$ cat src/logic/dist_cmd_pkg.sv
package dist_cmd_pkg;

    // request mode field
    localparam int MODE_WIDTH = 2;

    // one leaf, picked by i_req_dest
    localparam logic [MODE_WIDTH-1:0] MODE_UNICAST = 2'd0;

    // arbitrary leaf set, taken from i_req_mask
    localparam logic [MODE_WIDTH-1:0] MODE_MULTICAST = 2'd1;

    // every leaf
    localparam logic [MODE_WIDTH-1:0] MODE_BROADCAST = 2'd2;

    // contiguous run starting at i_req_dest, i_req_count leaves long
    localparam logic [MODE_WIDTH-1:0] MODE_RANGE = 2'd3;

    // range length
    // one bit wider than a leaf index so a run can cover all leaves
    localparam int COUNT_WIDTH = 5;

endpackage

$ cat src/logic/tree_cfg_pkg.sv
package tree_cfg_pkg;

    // leaves of the distribution tree, one per multiplier
    localparam int NUM_LEAVES = 16;

    // binary tree depth
    localparam int NUM_LEVELS = $clog2(NUM_LEAVES);

    // operand word carried to each leaf
    localparam int DATA_WIDTH = 32;

    // enough bits to name any single leaf
    localparam int LEAF_IDX_WIDTH = $clog2(NUM_LEAVES);

    // register stages inside each tree
    // one per level plus the per-leaf output stage
    localparam int TREE_LATENCY = NUM_LEVELS + 1;

    // request edge to leaf update edge
    // decoder stage, tree stages, then the leaf bank itself is the last edge
    localparam int DIST_LATENCY = 1 + TREE_LATENCY;

endpackage

$ cat src/logic/cmd_wire_tree.sv
`timescale 1ns/10ps

module cmd_wire_tree
    import tree_cfg_pkg::*;
(
    input  logic                  CLK,
    input  logic                  i_reset,
    input  logic                  i_en,
    input  logic [NUM_LEAVES-1:0] i_cmd,
    output logic [NUM_LEAVES-1:0] o_leaf_cmd
);

    // each level is stored as one vector holding all of its nodes side by side
    // node j of level l sits at [j*W +: W] with W = NUM_LEAVES >> l
    logic [NUM_LEAVES-1:0] level_q [NUM_LEVELS];

    // root keeps the whole mask, gated by the enable
    always_ff @(posedge CLK)
    begin
        if (i_reset)
        begin
            level_q[0] <= '0;
        end
        else if (i_en)
        begin
            level_q[0] <= i_cmd;
        end
        else
        begin
            level_q[0] <= '0;
        end
    end

    genvar l, j;
    generate
        for (l = 1; l < NUM_LEVELS; l++)
        begin : g_level
            localparam int W     = NUM_LEAVES >> l;
            localparam int PW    = W * 2;
            localparam int NODES = 1 << l;

            for (j = 0; j < NODES; j++)
            begin : g_node
                // even child takes the lower half of its parent, odd the upper
                localparam int PARENT = j / 2;
                localparam int HALF   = j % 2;

                always_ff @(posedge CLK)
                begin
                    if (i_reset)
                    begin
                        level_q[l][j*W +: W] <= '0;
                    end
                    else
                    begin
                        level_q[l][j*W +: W] <= level_q[l-1][PARENT*PW + HALF*W +: W];
                    end
                end
            end
        end

        // last level nodes are two bits wide, split them into single leaf bits
        for (j = 0; j < NUM_LEAVES; j++)
        begin : g_leaf
            always_ff @(posedge CLK)
            begin
                if (i_reset)
                begin
                    o_leaf_cmd[j] <= 1'b0;
                end
                else
                begin
                    o_leaf_cmd[j] <= level_q[NUM_LEVELS-1][(j/2)*2 + (j%2)];
                end
            end
        end
    endgenerate

endmodule

$ cat src/logic/data_dist_tree.sv
`timescale 1ns/10ps

module data_dist_tree
    import tree_cfg_pkg::*;
(
    input  logic                                  CLK,
    input  logic [DATA_WIDTH-1:0]                 i_data,
    output logic [NUM_LEAVES-1:0][DATA_WIDTH-1:0] o_leaf_data
);

    // heap numbering, node 1 is the root and node n feeds 2n and 2n+1
    // nodes 1 to NUM_LEAVES-1 cover levels 0 to NUM_LEVELS-1
    logic [DATA_WIDTH-1:0] node_q [1:NUM_LEAVES-1];

    always_ff @(posedge CLK)
    begin
        node_q[1] <= i_data;
    end

    genvar n, k;
    generate
        for (n = 2; n < NUM_LEAVES; n++)
        begin : g_node
            // every register drives exactly two children
            always_ff @(posedge CLK)
            begin
                node_q[n] <= node_q[n/2];
            end
        end

        // output stage
        // leaf k is heap node NUM_LEAVES+k, so its parent is the last level
        for (k = 0; k < NUM_LEAVES; k++)
        begin : g_leaf
            always_ff @(posedge CLK)
            begin
                o_leaf_data[k] <= node_q[(NUM_LEAVES + k) / 2];
            end
        end
    endgenerate

endmodule

$ cat src/logic/dist_cmd_decoder.sv
`timescale 1ns/10ps

module dist_cmd_decoder
    import tree_cfg_pkg::*, dist_cmd_pkg::*;
(
    input  logic                      CLK,
    input  logic                      i_reset,
    input  logic                      i_req_valid,
    input  logic [MODE_WIDTH-1:0]     i_req_mode,
    input  logic [LEAF_IDX_WIDTH-1:0] i_req_dest,
    input  logic [COUNT_WIDTH-1:0]    i_req_count,
    input  logic [NUM_LEAVES-1:0]     i_req_mask,
    input  logic [DATA_WIDTH-1:0]     i_req_data,
    output logic                      o_cmd_valid,
    output logic [NUM_LEAVES-1:0]     o_cmd_mask,
    output logic [DATA_WIDTH-1:0]     o_cmd_data
);

    logic [NUM_LEAVES-1:0]  req_mask;
    logic [COUNT_WIDTH:0]   range_end;

    // first leaf past the range, may point beyond leaf 15
    assign range_end = (COUNT_WIDTH+1)'(i_req_dest) + (COUNT_WIDTH+1)'(i_req_count);

    always_comb
    begin
        req_mask = '0;
        case (i_req_mode)
            MODE_UNICAST:
            begin
                req_mask[i_req_dest] = 1'b1;
            end
            MODE_MULTICAST:
            begin
                req_mask = i_req_mask;
            end
            MODE_BROADCAST:
            begin
                req_mask = '1;
            end
            default:
            begin
                // clipping at the top leaf falls out of the loop bound
                for (int i = 0; i < NUM_LEAVES; i++)
                begin
                    req_mask[i] = (i >= int'(i_req_dest)) && (i < int'(range_end));
                end
            end
        endcase
    end

    always_ff @(posedge CLK)
    begin
        if (i_reset)
        begin
            o_cmd_valid <= 1'b0;
            o_cmd_mask  <= '0;
        end
        else
        begin
            o_cmd_valid <= i_req_valid;
            o_cmd_mask  <= i_req_valid ? req_mask : '0;
        end
    end

    // payload only matters under a mask bit
    always_ff @(posedge CLK)
    begin
        o_cmd_data <= i_req_data;
    end

endmodule

$ cat src/logic/dist_network_top.sv
`timescale 1ns/10ps

module dist_network_top
    import tree_cfg_pkg::*, dist_cmd_pkg::*;
(
    input  logic                                  CLK,
    input  logic                                  i_reset,
    input  logic                                  i_req_valid,
    input  logic [MODE_WIDTH-1:0]                 i_req_mode,
    input  logic [LEAF_IDX_WIDTH-1:0]             i_req_dest,
    input  logic [COUNT_WIDTH-1:0]                i_req_count,
    input  logic [NUM_LEAVES-1:0]                 i_req_mask,
    input  logic [DATA_WIDTH-1:0]                 i_req_data,
    output logic [NUM_LEAVES-1:0][DATA_WIDTH-1:0] o_leaf_operand,
    output logic [NUM_LEAVES-1:0]                 o_leaf_update,
    output logic [NUM_LEAVES-1:0]                 o_leaf_loaded
);

    logic                                  cmd_valid;
    logic [NUM_LEAVES-1:0]                 cmd_mask;
    logic [DATA_WIDTH-1:0]                 cmd_data;
    logic [NUM_LEAVES-1:0]                 leaf_cmd;
    logic [NUM_LEAVES-1:0][DATA_WIDTH-1:0] leaf_data;

    dist_cmd_decoder decoder_i (
        .CLK         (CLK),
        .i_reset     (i_reset),
        .i_req_valid (i_req_valid),
        .i_req_mode  (i_req_mode),
        .i_req_dest  (i_req_dest),
        .i_req_count (i_req_count),
        .i_req_mask  (i_req_mask),
        .i_req_data  (i_req_data),
        .o_cmd_valid (cmd_valid),
        .o_cmd_mask  (cmd_mask),
        .o_cmd_data  (cmd_data)
    );

    // both trees have the same depth, so mask bits and words reach the leaves together
    cmd_wire_tree cmd_tree_i (
        .CLK        (CLK),
        .i_reset    (i_reset),
        .i_en       (cmd_valid),
        .i_cmd      (cmd_mask),
        .o_leaf_cmd (leaf_cmd)
    );

    data_dist_tree data_tree_i (
        .CLK         (CLK),
        .i_data      (cmd_data),
        .o_leaf_data (leaf_data)
    );

    leaf_operand_bank leaf_bank_i (
        .CLK            (CLK),
        .i_reset        (i_reset),
        .i_leaf_cmd     (leaf_cmd),
        .i_leaf_data    (leaf_data),
        .o_leaf_operand (o_leaf_operand),
        .o_leaf_update  (o_leaf_update),
        .o_leaf_loaded  (o_leaf_loaded)
    );

endmodule

$ cat src/logic/leaf_operand_bank.sv
`timescale 1ns/10ps

module leaf_operand_bank
    import tree_cfg_pkg::*;
(
    input  logic                                  CLK,
    input  logic                                  i_reset,
    input  logic [NUM_LEAVES-1:0]                 i_leaf_cmd,
    input  logic [NUM_LEAVES-1:0][DATA_WIDTH-1:0] i_leaf_data,
    output logic [NUM_LEAVES-1:0][DATA_WIDTH-1:0] o_leaf_operand,
    output logic [NUM_LEAVES-1:0]                 o_leaf_update,
    output logic [NUM_LEAVES-1:0]                 o_leaf_loaded
);

    // stationary operands
    // a leaf keeps its word until the next command that selects it
    always_ff @(posedge CLK)
    begin
        if (i_reset)
        begin
            o_leaf_operand <= '0;
        end
        else
        begin
            for (int k = 0; k < NUM_LEAVES; k++)
            begin
                if (i_leaf_cmd[k])
                begin
                    o_leaf_operand[k] <= i_leaf_data[k];
                end
            end
        end
    end

    // update strobe lines up with the new operand
    // loaded flag is sticky until reset
    always_ff @(posedge CLK)
    begin
        if (i_reset)
        begin
            o_leaf_update <= '0;
            o_leaf_loaded <= '0;
        end
        else
        begin
            o_leaf_update <= i_leaf_cmd;
            o_leaf_loaded <= o_leaf_loaded | i_leaf_cmd;
        end
    end

endmodule

$ cat config.mk
export PLATFORM = sky130hd
export DESIGN_NAME = dist_network_top
export DESIGN_NICKNAME = d
export VERILOG_FILES = /design/src/logic/dist_cmd_pkg.sv /design/src/logic/tree_cfg_pkg.sv /design/src/logic/cmd_wire_tree.sv /design/src/logic/data_dist_tree.sv /design/src/logic/dist_cmd_decoder.sv /design/src/logic/dist_network_top.sv /design/src/logic/leaf_operand_bank.sv
export SDC_FILE = /design/constraint.sdc
export NUM_CORES = 1
export LEC_CHECK = 0
export ABC_AREA = 1
export BUFFER_PORTS_ARGS = -buffer_cell sky130_fd_sc_hd__buf_2
export CAP_MARGIN = 40
export CORE_MARGIN = 5
export CORE_UTILIZATION = 35
export DETAILED_ROUTE_END_ITERATION = 16
export HOLD_SLACK_MARGIN = 0.15
export PLACE_DENSITY = 0.63
export SETUP_SLACK_MARGIN = 0.2
export SYNTH_ARGS = -nofsm -noshare
export SYNTH_HDL_FRONTEND = slang
export SYNTH_HIERARCHICAL = 1
export SYNTH_SLANG_ARGS = --single-unit
export TNS_END_PERCENT = 20
$ cat constraint.sdc
create_clock -name CLK -period 1.9 [get_ports CLK]
set_clock_uncertainty 0.15 [all_clocks]
set_input_delay 0.19 -clock CLK [delete_from_list [all_inputs] [get_ports CLK]]
set_output_delay 0.19 -clock CLK [all_outputs]
set_load 0.02 [all_outputs]
==> results of run 1 <==
-- kinds of logic after synthesis --
logic type / share of synthesized area
compound gates: 0.00764
xor+xnor: 0.000265
fa+ha+maj: 0.00212
buf+inv: 0.221
flops: 0.509
other cells: 0.000113
simple gates: 0.260
-- Yosys cell counts --
library cell / count / share of area
o311ai_0: 2 / 0.00053
buf_2: 86 / 0.013
nand3_2: 2 / 0.00061
dfxtp_1: 817 / 0.49
nand2_1: 1059 / 0.12
nor2_2: 3 / 0.00057
nor2_1: 1177 / 0.13
inv_2: 3 / 0.00034
nand3_1: 15 / 0.0023
clkbuf_1: 35 / 0.0040
nand2_2: 3 / 0.00057
conb_1: 1 / 0.00011
a21oi_1: 16 / 0.0024
buf_6: 59 / 0.020
edfxtp_1: 16 / 0.015
o21ai_0: 10 / 0.0015
inv_8: 1 / 0.00034
nand4_1: 1 / 0.00019
a211oi_1: 13 / 0.0030
ha_1: 4 / 0.0015
dlymetal6s2s_1: 1 / 0.00038
o211ai_1: 1 / 0.00023
fa_1: 1 / 0.00061
nor3_1: 13 / 0.0020
buf_8: 4 / 0.0018
xnor2_1: 1 / 0.00026
buf_4: 480 / 0.11
inv_1: 635 / 0.072
-- metrics by stage --
step	util	setup WS [ps]	hold slack, ps
2_1_floorplan	-	182	67.7
3_3_place_gp	0.364	-159	144
3_5_place_dp	0.364	-113	144
4_1_cts	0.408	222	167
5_1_grt	0.410	131	172
6_report	0.410	220	86.7
-- sequential cells by signal, indices dropped and copies added, names as in the netlist --
signal	flops
data_tree_i/o_leaf_data	32
leaf_bank_i/o_leaf_operand	512
decoder_i/o_cmd_mask	16
decoder_i/o_cmd_valid	1
leaf_bank_i/o_leaf_loaded	16
cmd_tree_i/o_leaf_cmd	16
decoder_i/o_cmd_data	32
cmd_tree_i/level_q	64
data_tree_i/node_q	128
leaf_bank_i/o_leaf_update	16
-- worst max path at each step --
stage	startpoint	endpoint	slack, ps	depth (start not counted)
6_report	i_req_dest[0]	decoder_i/o_cmd_mask[2]	220	8
5_1_grt	i_req_count[3]	decoder_i/o_cmd_mask[9]	130	12
4_1_cts	i_req_count[1]	decoder_i/o_cmd_mask[8]	220	13
3_5_place_dp	i_req_dest[0]	decoder_i/o_cmd_mask[13]	-110	14
3_3_place_gp	i_req_dest[0]	decoder_i/o_cmd_mask[8]	-160	14
2_1_floorplan	i_req_dest[0]	decoder_i/o_cmd_mask[8]	180	10
-- report_power, final --
group | leakage, nW | total (mW) | internal, mW | switching, mW
registers | 6.85 | 18.1 | 17.9 | 0.198
logic | 11.3 | 2.34 | 0.900 | 1.44
clock network | 1.44 | 17.2 | 10.2 | 6.94
-- metal layers --
layer  up-vias  track usage  wire, microns
li1      12900            -              -
met1     11100        0.203          38200
met2       617        0.286          41600
met3       143       0.0446           5630
met4         0       0.0582           2620
met5         -            0              0
-- cell type report --
type	count	area share
Antenna cell	2	0.000130
Clock buffer	129	0.0674
Clock inverter	26	0.00847
Inverter	639	0.0629
Multi-Input combinational cell	2337	0.239
Sequential cell	833	0.440
Tap cell	1254	0.0408
Timing Repair Buffer	843	0.142
-- placed cells by master (no fill, tap or decap), types with 4 or more instances in the layout --
master	n
nor2_1	1171
dfxtp_2	4
o21ai_1	6
inv_6	5
dfxtp_1	801
dlygate4sd3_1	123
nand2_2	5
nand2_1	1051
nand2_4	6
a21oi_1	16
inv_2	5
bufinv_16	6
clkbuf_8	21
conb_1	16
buf_2	604
nand3_1	8
inv_1	632
clkbuf_1	19
edfxtp_1	16
buf_4	86
clkinv_2	12
a211oi_1	13
nor3_1	13
nor2_2	7
nand3_2	6
buf_12	25
clkbuf_16	89
dfxtp_4	12
-- worst reg2reg max path, stage by stage, from the launching register on --
cell,delay [ps]
dfxtp_1,700
buf_4,260
inv_1,50
nand2_1,50
nand2_1,60
nor2_1,80
-- what timing repair did --
item	CTS	global route
endpoints found under the setup margin	0	16
endpoints found under the hold margin	657	0
hold buffers	127	0
resized for setup	0	49
buffers inserted	0	2
==> impl_metrics.csv, run 1 <==
group,metric,value,unit
cts,tritoncts,"built",
drt,via_per_inst,4.08,
global_route,grt.total_usage,0.167,
cts,clock_latency,640,ps
setup_path,cp-end-kind,"flop",
setup_path,crit_fanout,4,
cells_and_area,syn_to_final_growth,16.1,%
sta,tightest_slew,612,ps
setup_path,reg2reg_setup_slack,500,ps
drt,drtAntennaViolNets,0,
cts,path_clk_slew,60,ps
global_route,antenna_found_initial,1,
placed_design,hpwlAfterDp,59.8,mm
pwr,peakVddDrop,654,uV
synth,synth_cell_types,28,
sta,setup_tns,0,ps
setup_path,r2r-end,"leaf_bank_i/o_leaf_operand[370]",
sta,min_period,1680,ps
setup_path,arrival,2020,ps
floorplanning,core_area,93600,sq um
synth,synth_seq_cells,833,
drt,wirelength,88.1,mm
synth,synth_warnings,6,
run,drv_cap,0,
setup_path,critPathBufInv,4,
placed_design,port_buffers,605,
setup_path,path_common_cell,"dlygate4sd3_1",
min_path,holdPathStages,8,
min_path,min_path_type,"in -> reg",
pwr,p_leak,19.6,nW
cts,cts.sinks,833,
sta,slew_viol_final,0,
setup_path,crit_path_max_incr_delay,590,ps
sta,setup_viol,0,
sta,max_slew_margin,0.592,
setup_path,cp_top_family,"buffers and inverters",
setup_path,start_kind,"input port",
pwr,p_total,37.6,mW
synth,syn_area_per_cell,7.42,sq um
setup_path,cp_cell_sequence,"buf_2 > inv_1 > dlygate4sd3_1 > nand2_1 > nor3_1 > a211oi_1 > dlygate4sd3_1 > a21oi_1",
sta,max_freq,595,MHz
outcome,outcome,"complete, no violations",
placed_design,gp_congestion,0.811,
synth,syn_area,33100,sq um
cells_and_area,drive_above_1_share,0.189,
setup_path,critPathKind,"in -> reg",
floorplanning,die_x,317,microns
cells_and_area,finalNonFillerCells,6063,
cells_and_area,final-seq-area,16900,sq um
cells_and_area,fin_area,38400,sq um
floorplanning,fp.dieH,317,microns
global_route,grt_first_pass_wirelength,133,mm
global_route,grt_max_degree,84,
cts,cts_root_buffer,"clkbuf_16",
placed_design,dpl.cell_count,5778,
floorplanning,pin_count,606,
global_route,grt_pass1_vias,22900,
sta,hold_viol,0,
cells_and_area,layout.nets,4808,
synth,syn_inst,4459,
min_path,whs_endpoint,"decoder_i/o_cmd_mask[8]",
synth,ys_seq_area_frac,0.509,
drt,first_pass_iters,5,
sta,rsz0062_at_grt,"true",
setup_path,slowest_stage,"dlygate4sd3_1",
drt,drc,0,
floorplanning,num_rows,112,
cts,cts.path.max_buffers,3,
drt,vias,24700,
drt,drt_iter0_drc,1601,
min_path,hp-start,"i_req_dest[0]",
placed_design,place_area,34000,sq um
setup_path,crit_required,2240,ps
pwr,power.density,980,nW/um^2
cells_and_area,multiInputGateArea,9170,sq um
floorplanning,die_area,101000,sq um
floorplanning,initial_core_util,0.353,
sta,min_period_over_period,0.884,
setup_path,r2r-start,"data_tree_i/o_leaf_data[82]",
cts,htree_num_levels,3,
cts,cts_buffers,87,
drt,avgRoutedWirePerCell,14.5,microns
global_route,overflow,0,
setup_path,rr_worst_depth,5,
cells_and_area,fill_cells,9588,
Note: power is estimated with default switching activity, not from simulation.
==> run 2, diff against run 1 <==
- BUFFER_PORTS_ARGS: -buffer_cell sky130_fd_sc_hd__buf_2 -> not set
- DONT_BUFFER_PORTS: not set -> 1
- PLACE_DENSITY: 0.63 -> 0.58
==> run 2 against run 1 <==
The flow now finishes with violations (negative hold slack). Sequential share of layout area increased by 1.7 points. Die area did not move. Setup slack worse by 69 ps. Clock-buffer cell count shrank 2. Clock power barely moved.
==> impl_metrics.csv, run 2 (synthesis results as in run 1) <==
group,metric,value,unit
floorplanning,fp.dieH,317,microns
setup_path,crit_required,2320,ps
setup_path,critPathKind,"in -> reg",
cells_and_area,biggestRegsByFlops,"leaf_bank_i/o_leaf_operand x512, data_tree_i/node_q x128, cmd_tree_i/level_q x64",
sta,setup_viol,0,
sta,min_period_over_period,0.921,
drt,drtAntennaViolNets,0,
cells_and_area,finalNonFillerCells,5621,
drt,avgRoutedWirePerCell,15.8,microns
setup_path,crit_fanout,4,
cells_and_area,layout.nets,4368,
cts,cts_root_buffer,"clkbuf_16",
cts,postCtsSetupRepairBufs,0,
cts,tritoncts,"built",
outcome,violations,"negative hold slack",
sta,rsz0062_at_grt,"true",
min_path,min_path_type,"in -> reg",
drt,wirelength,88.8,mm
cells_and_area,fin_util,0.395,
cts,cts_buffers,89,
sta,hold_viol,26,
outcome,outcome,"finished with violations",
placed_design,port_buffers,0,
drt,drc,0,
pwr,peakVddDrop,642,uV
drt,first_pass_iters,6,
pwr,power.density,1010,nW/um^2
cells_and_area,largest_reg_flops,512,
floorplanning,die_x,317,microns
cells_and_area,final_common_cell,"nor2_1",
cts,htree_num_levels,3,
cts,path_clk_slew,60,ps
global_route,overflow,0,
setup_path,slowest_stage,"dlygate4sd3_1",
cells_and_area,regMostFlops,"leaf_bank_i/o_leaf_operand",
cts,cts.path.max_buffers,3,
sta,tightest_slew,878,ps
drt,drt_iter0_drc,1439,
global_route,antenna_found_initial,0,
sta,max_slew_margin,0.413,
global_route,grt_max_degree,100,
pwr,p_leak,17.2,nW
sta,min_period,1750,ps
drt,vias,23400,
cells_and_area,syn_to_final_growth,11.9,%
floorplanning,initial_core_util,0.353,
floorplanning,core_area,93600,sq um
setup_path,cp-end-kind,"flop",
placed_design,dp_worst_setup_slack,34.8,ps
cells_and_area,n_antenna_cell,0,
global_route,grt.total_usage,0.169,
floorplanning,die_area,101000,sq um
drt,via_per_inst,4.17,
setup_path,start_kind,"input port",
sta,slew_viol_final,0,
placed_design,gp_congestion,0.808,
cells_and_area,layout_common_cells,"1175 x nor2_1, 1058 x nand2_1, 801 x dfxtp_1",
placed_design,hpwlAfterDp,57.2,mm
setup_path,crit_path_max_incr_delay,610,ps
floorplanning,pin_count,606,
cts,cts.sinks,833,
sta,worst_slack,151,ps
cts,clock_latency,650,ps
run,drv_cap,0,
cells_and_area,drive_above_1_share,0.0625,
sta,max_freq,572,MHz
placed_design,dpl.cell_count,5154,
floorplanning,num_rows,112,
sta,hold_slack,-497,ps
setup_path,cp_cell_sequence,"ha_2 > inv_1 > fa_2 > xnor2_1 > buf_4 > nand3_2 > dlygate4sd3_1 > o21ai_0 > nand3_1 > a21oi_1",
global_route,grt_pass1_vias,21600,
setup_path,arrival,2170,ps
global_route,grt_first_pass_wirelength,134,mm
[run 2: cell count changes in the layout (fill, tap and decap cells not counted), sizes merged]
cell         previous run  this run
clkbuf                129       127
bufinv                  6         4
inv                   644       641
buf                   717       100
dlygate4sd3           123       298
clkinvlp                0         1
clkinv                 15        23
diode                   2         0
[run 2: metal layers]
metal  wire, microns  GRT usage
met1           36200      0.195
met5               0          0
met4            2610     0.0592
met3            7330     0.0588
met2           42700      0.294
[run 2: worst paths after layout]
check	from	end	slack [ps]	cells past startpoint
max	i_req_dest[0]	decoder_i/o_cmd_mask[12]	150	10
min	i_reset	leaf_bank_i/o_leaf_update[15]	-500	1
max reg2reg	cmd_tree_i/o_leaf_cmd[5]	leaf_bank_i/o_leaf_operand[170]	190	5
min reg2reg	data_tree_i/node_q[0][228]	data_tree_i/node_q[1][100]	170	0
[run 2: power by group]
group	internal (mW)	switching, mW	total, mW
logic	0.951	1.17	2.12
clock network	9.98	7.05	17.0
registers	17.9	0.404	18.3
total	28.8	8.63	37.5
[run 2: cell type report]
cell class              instances  area (sq um)
fillers                      9552         56600
flip-flops and latches        833         16900
multi-input cells            2337          9020
repair buffers                401          4240
clock buffers                 127          2570
inverters                     639          2410
well taps                    1254          1570
clock inverters                30           319
[run 2: critical path, delay by kind of cell]
| family | cells | cell delay, ps |
|---|---|---|
| buf+inv | 3 | 810 |
| fa+ha+maj | 2 | 490 |
| compound gates | 2 | 340 |
| simple gates | 2 | 190 |
| xor+xnor | 1 | 140 |
[run 2: through the flow]
stage,hold WS (ps),cell area (sq um),TNS (ps),total power [mW]
CTS,-602,37000,0,38.0
global route,-556,37000,0,39.1
finish,-497,37000,0,37.5
floorplan,67.7,33100,0,20.5
detailed placement,67.8,30900,0,20.3
global placement,67.8,30900,-42.9,20.3
[run 2: what timing repair did]
item | in CTS | in global routing
hold endpoints to repair | 673 | 148
resized for setup | 0 | 11
endpoints found under the setup margin | 0 | 66
hold buffers | 313 | 2
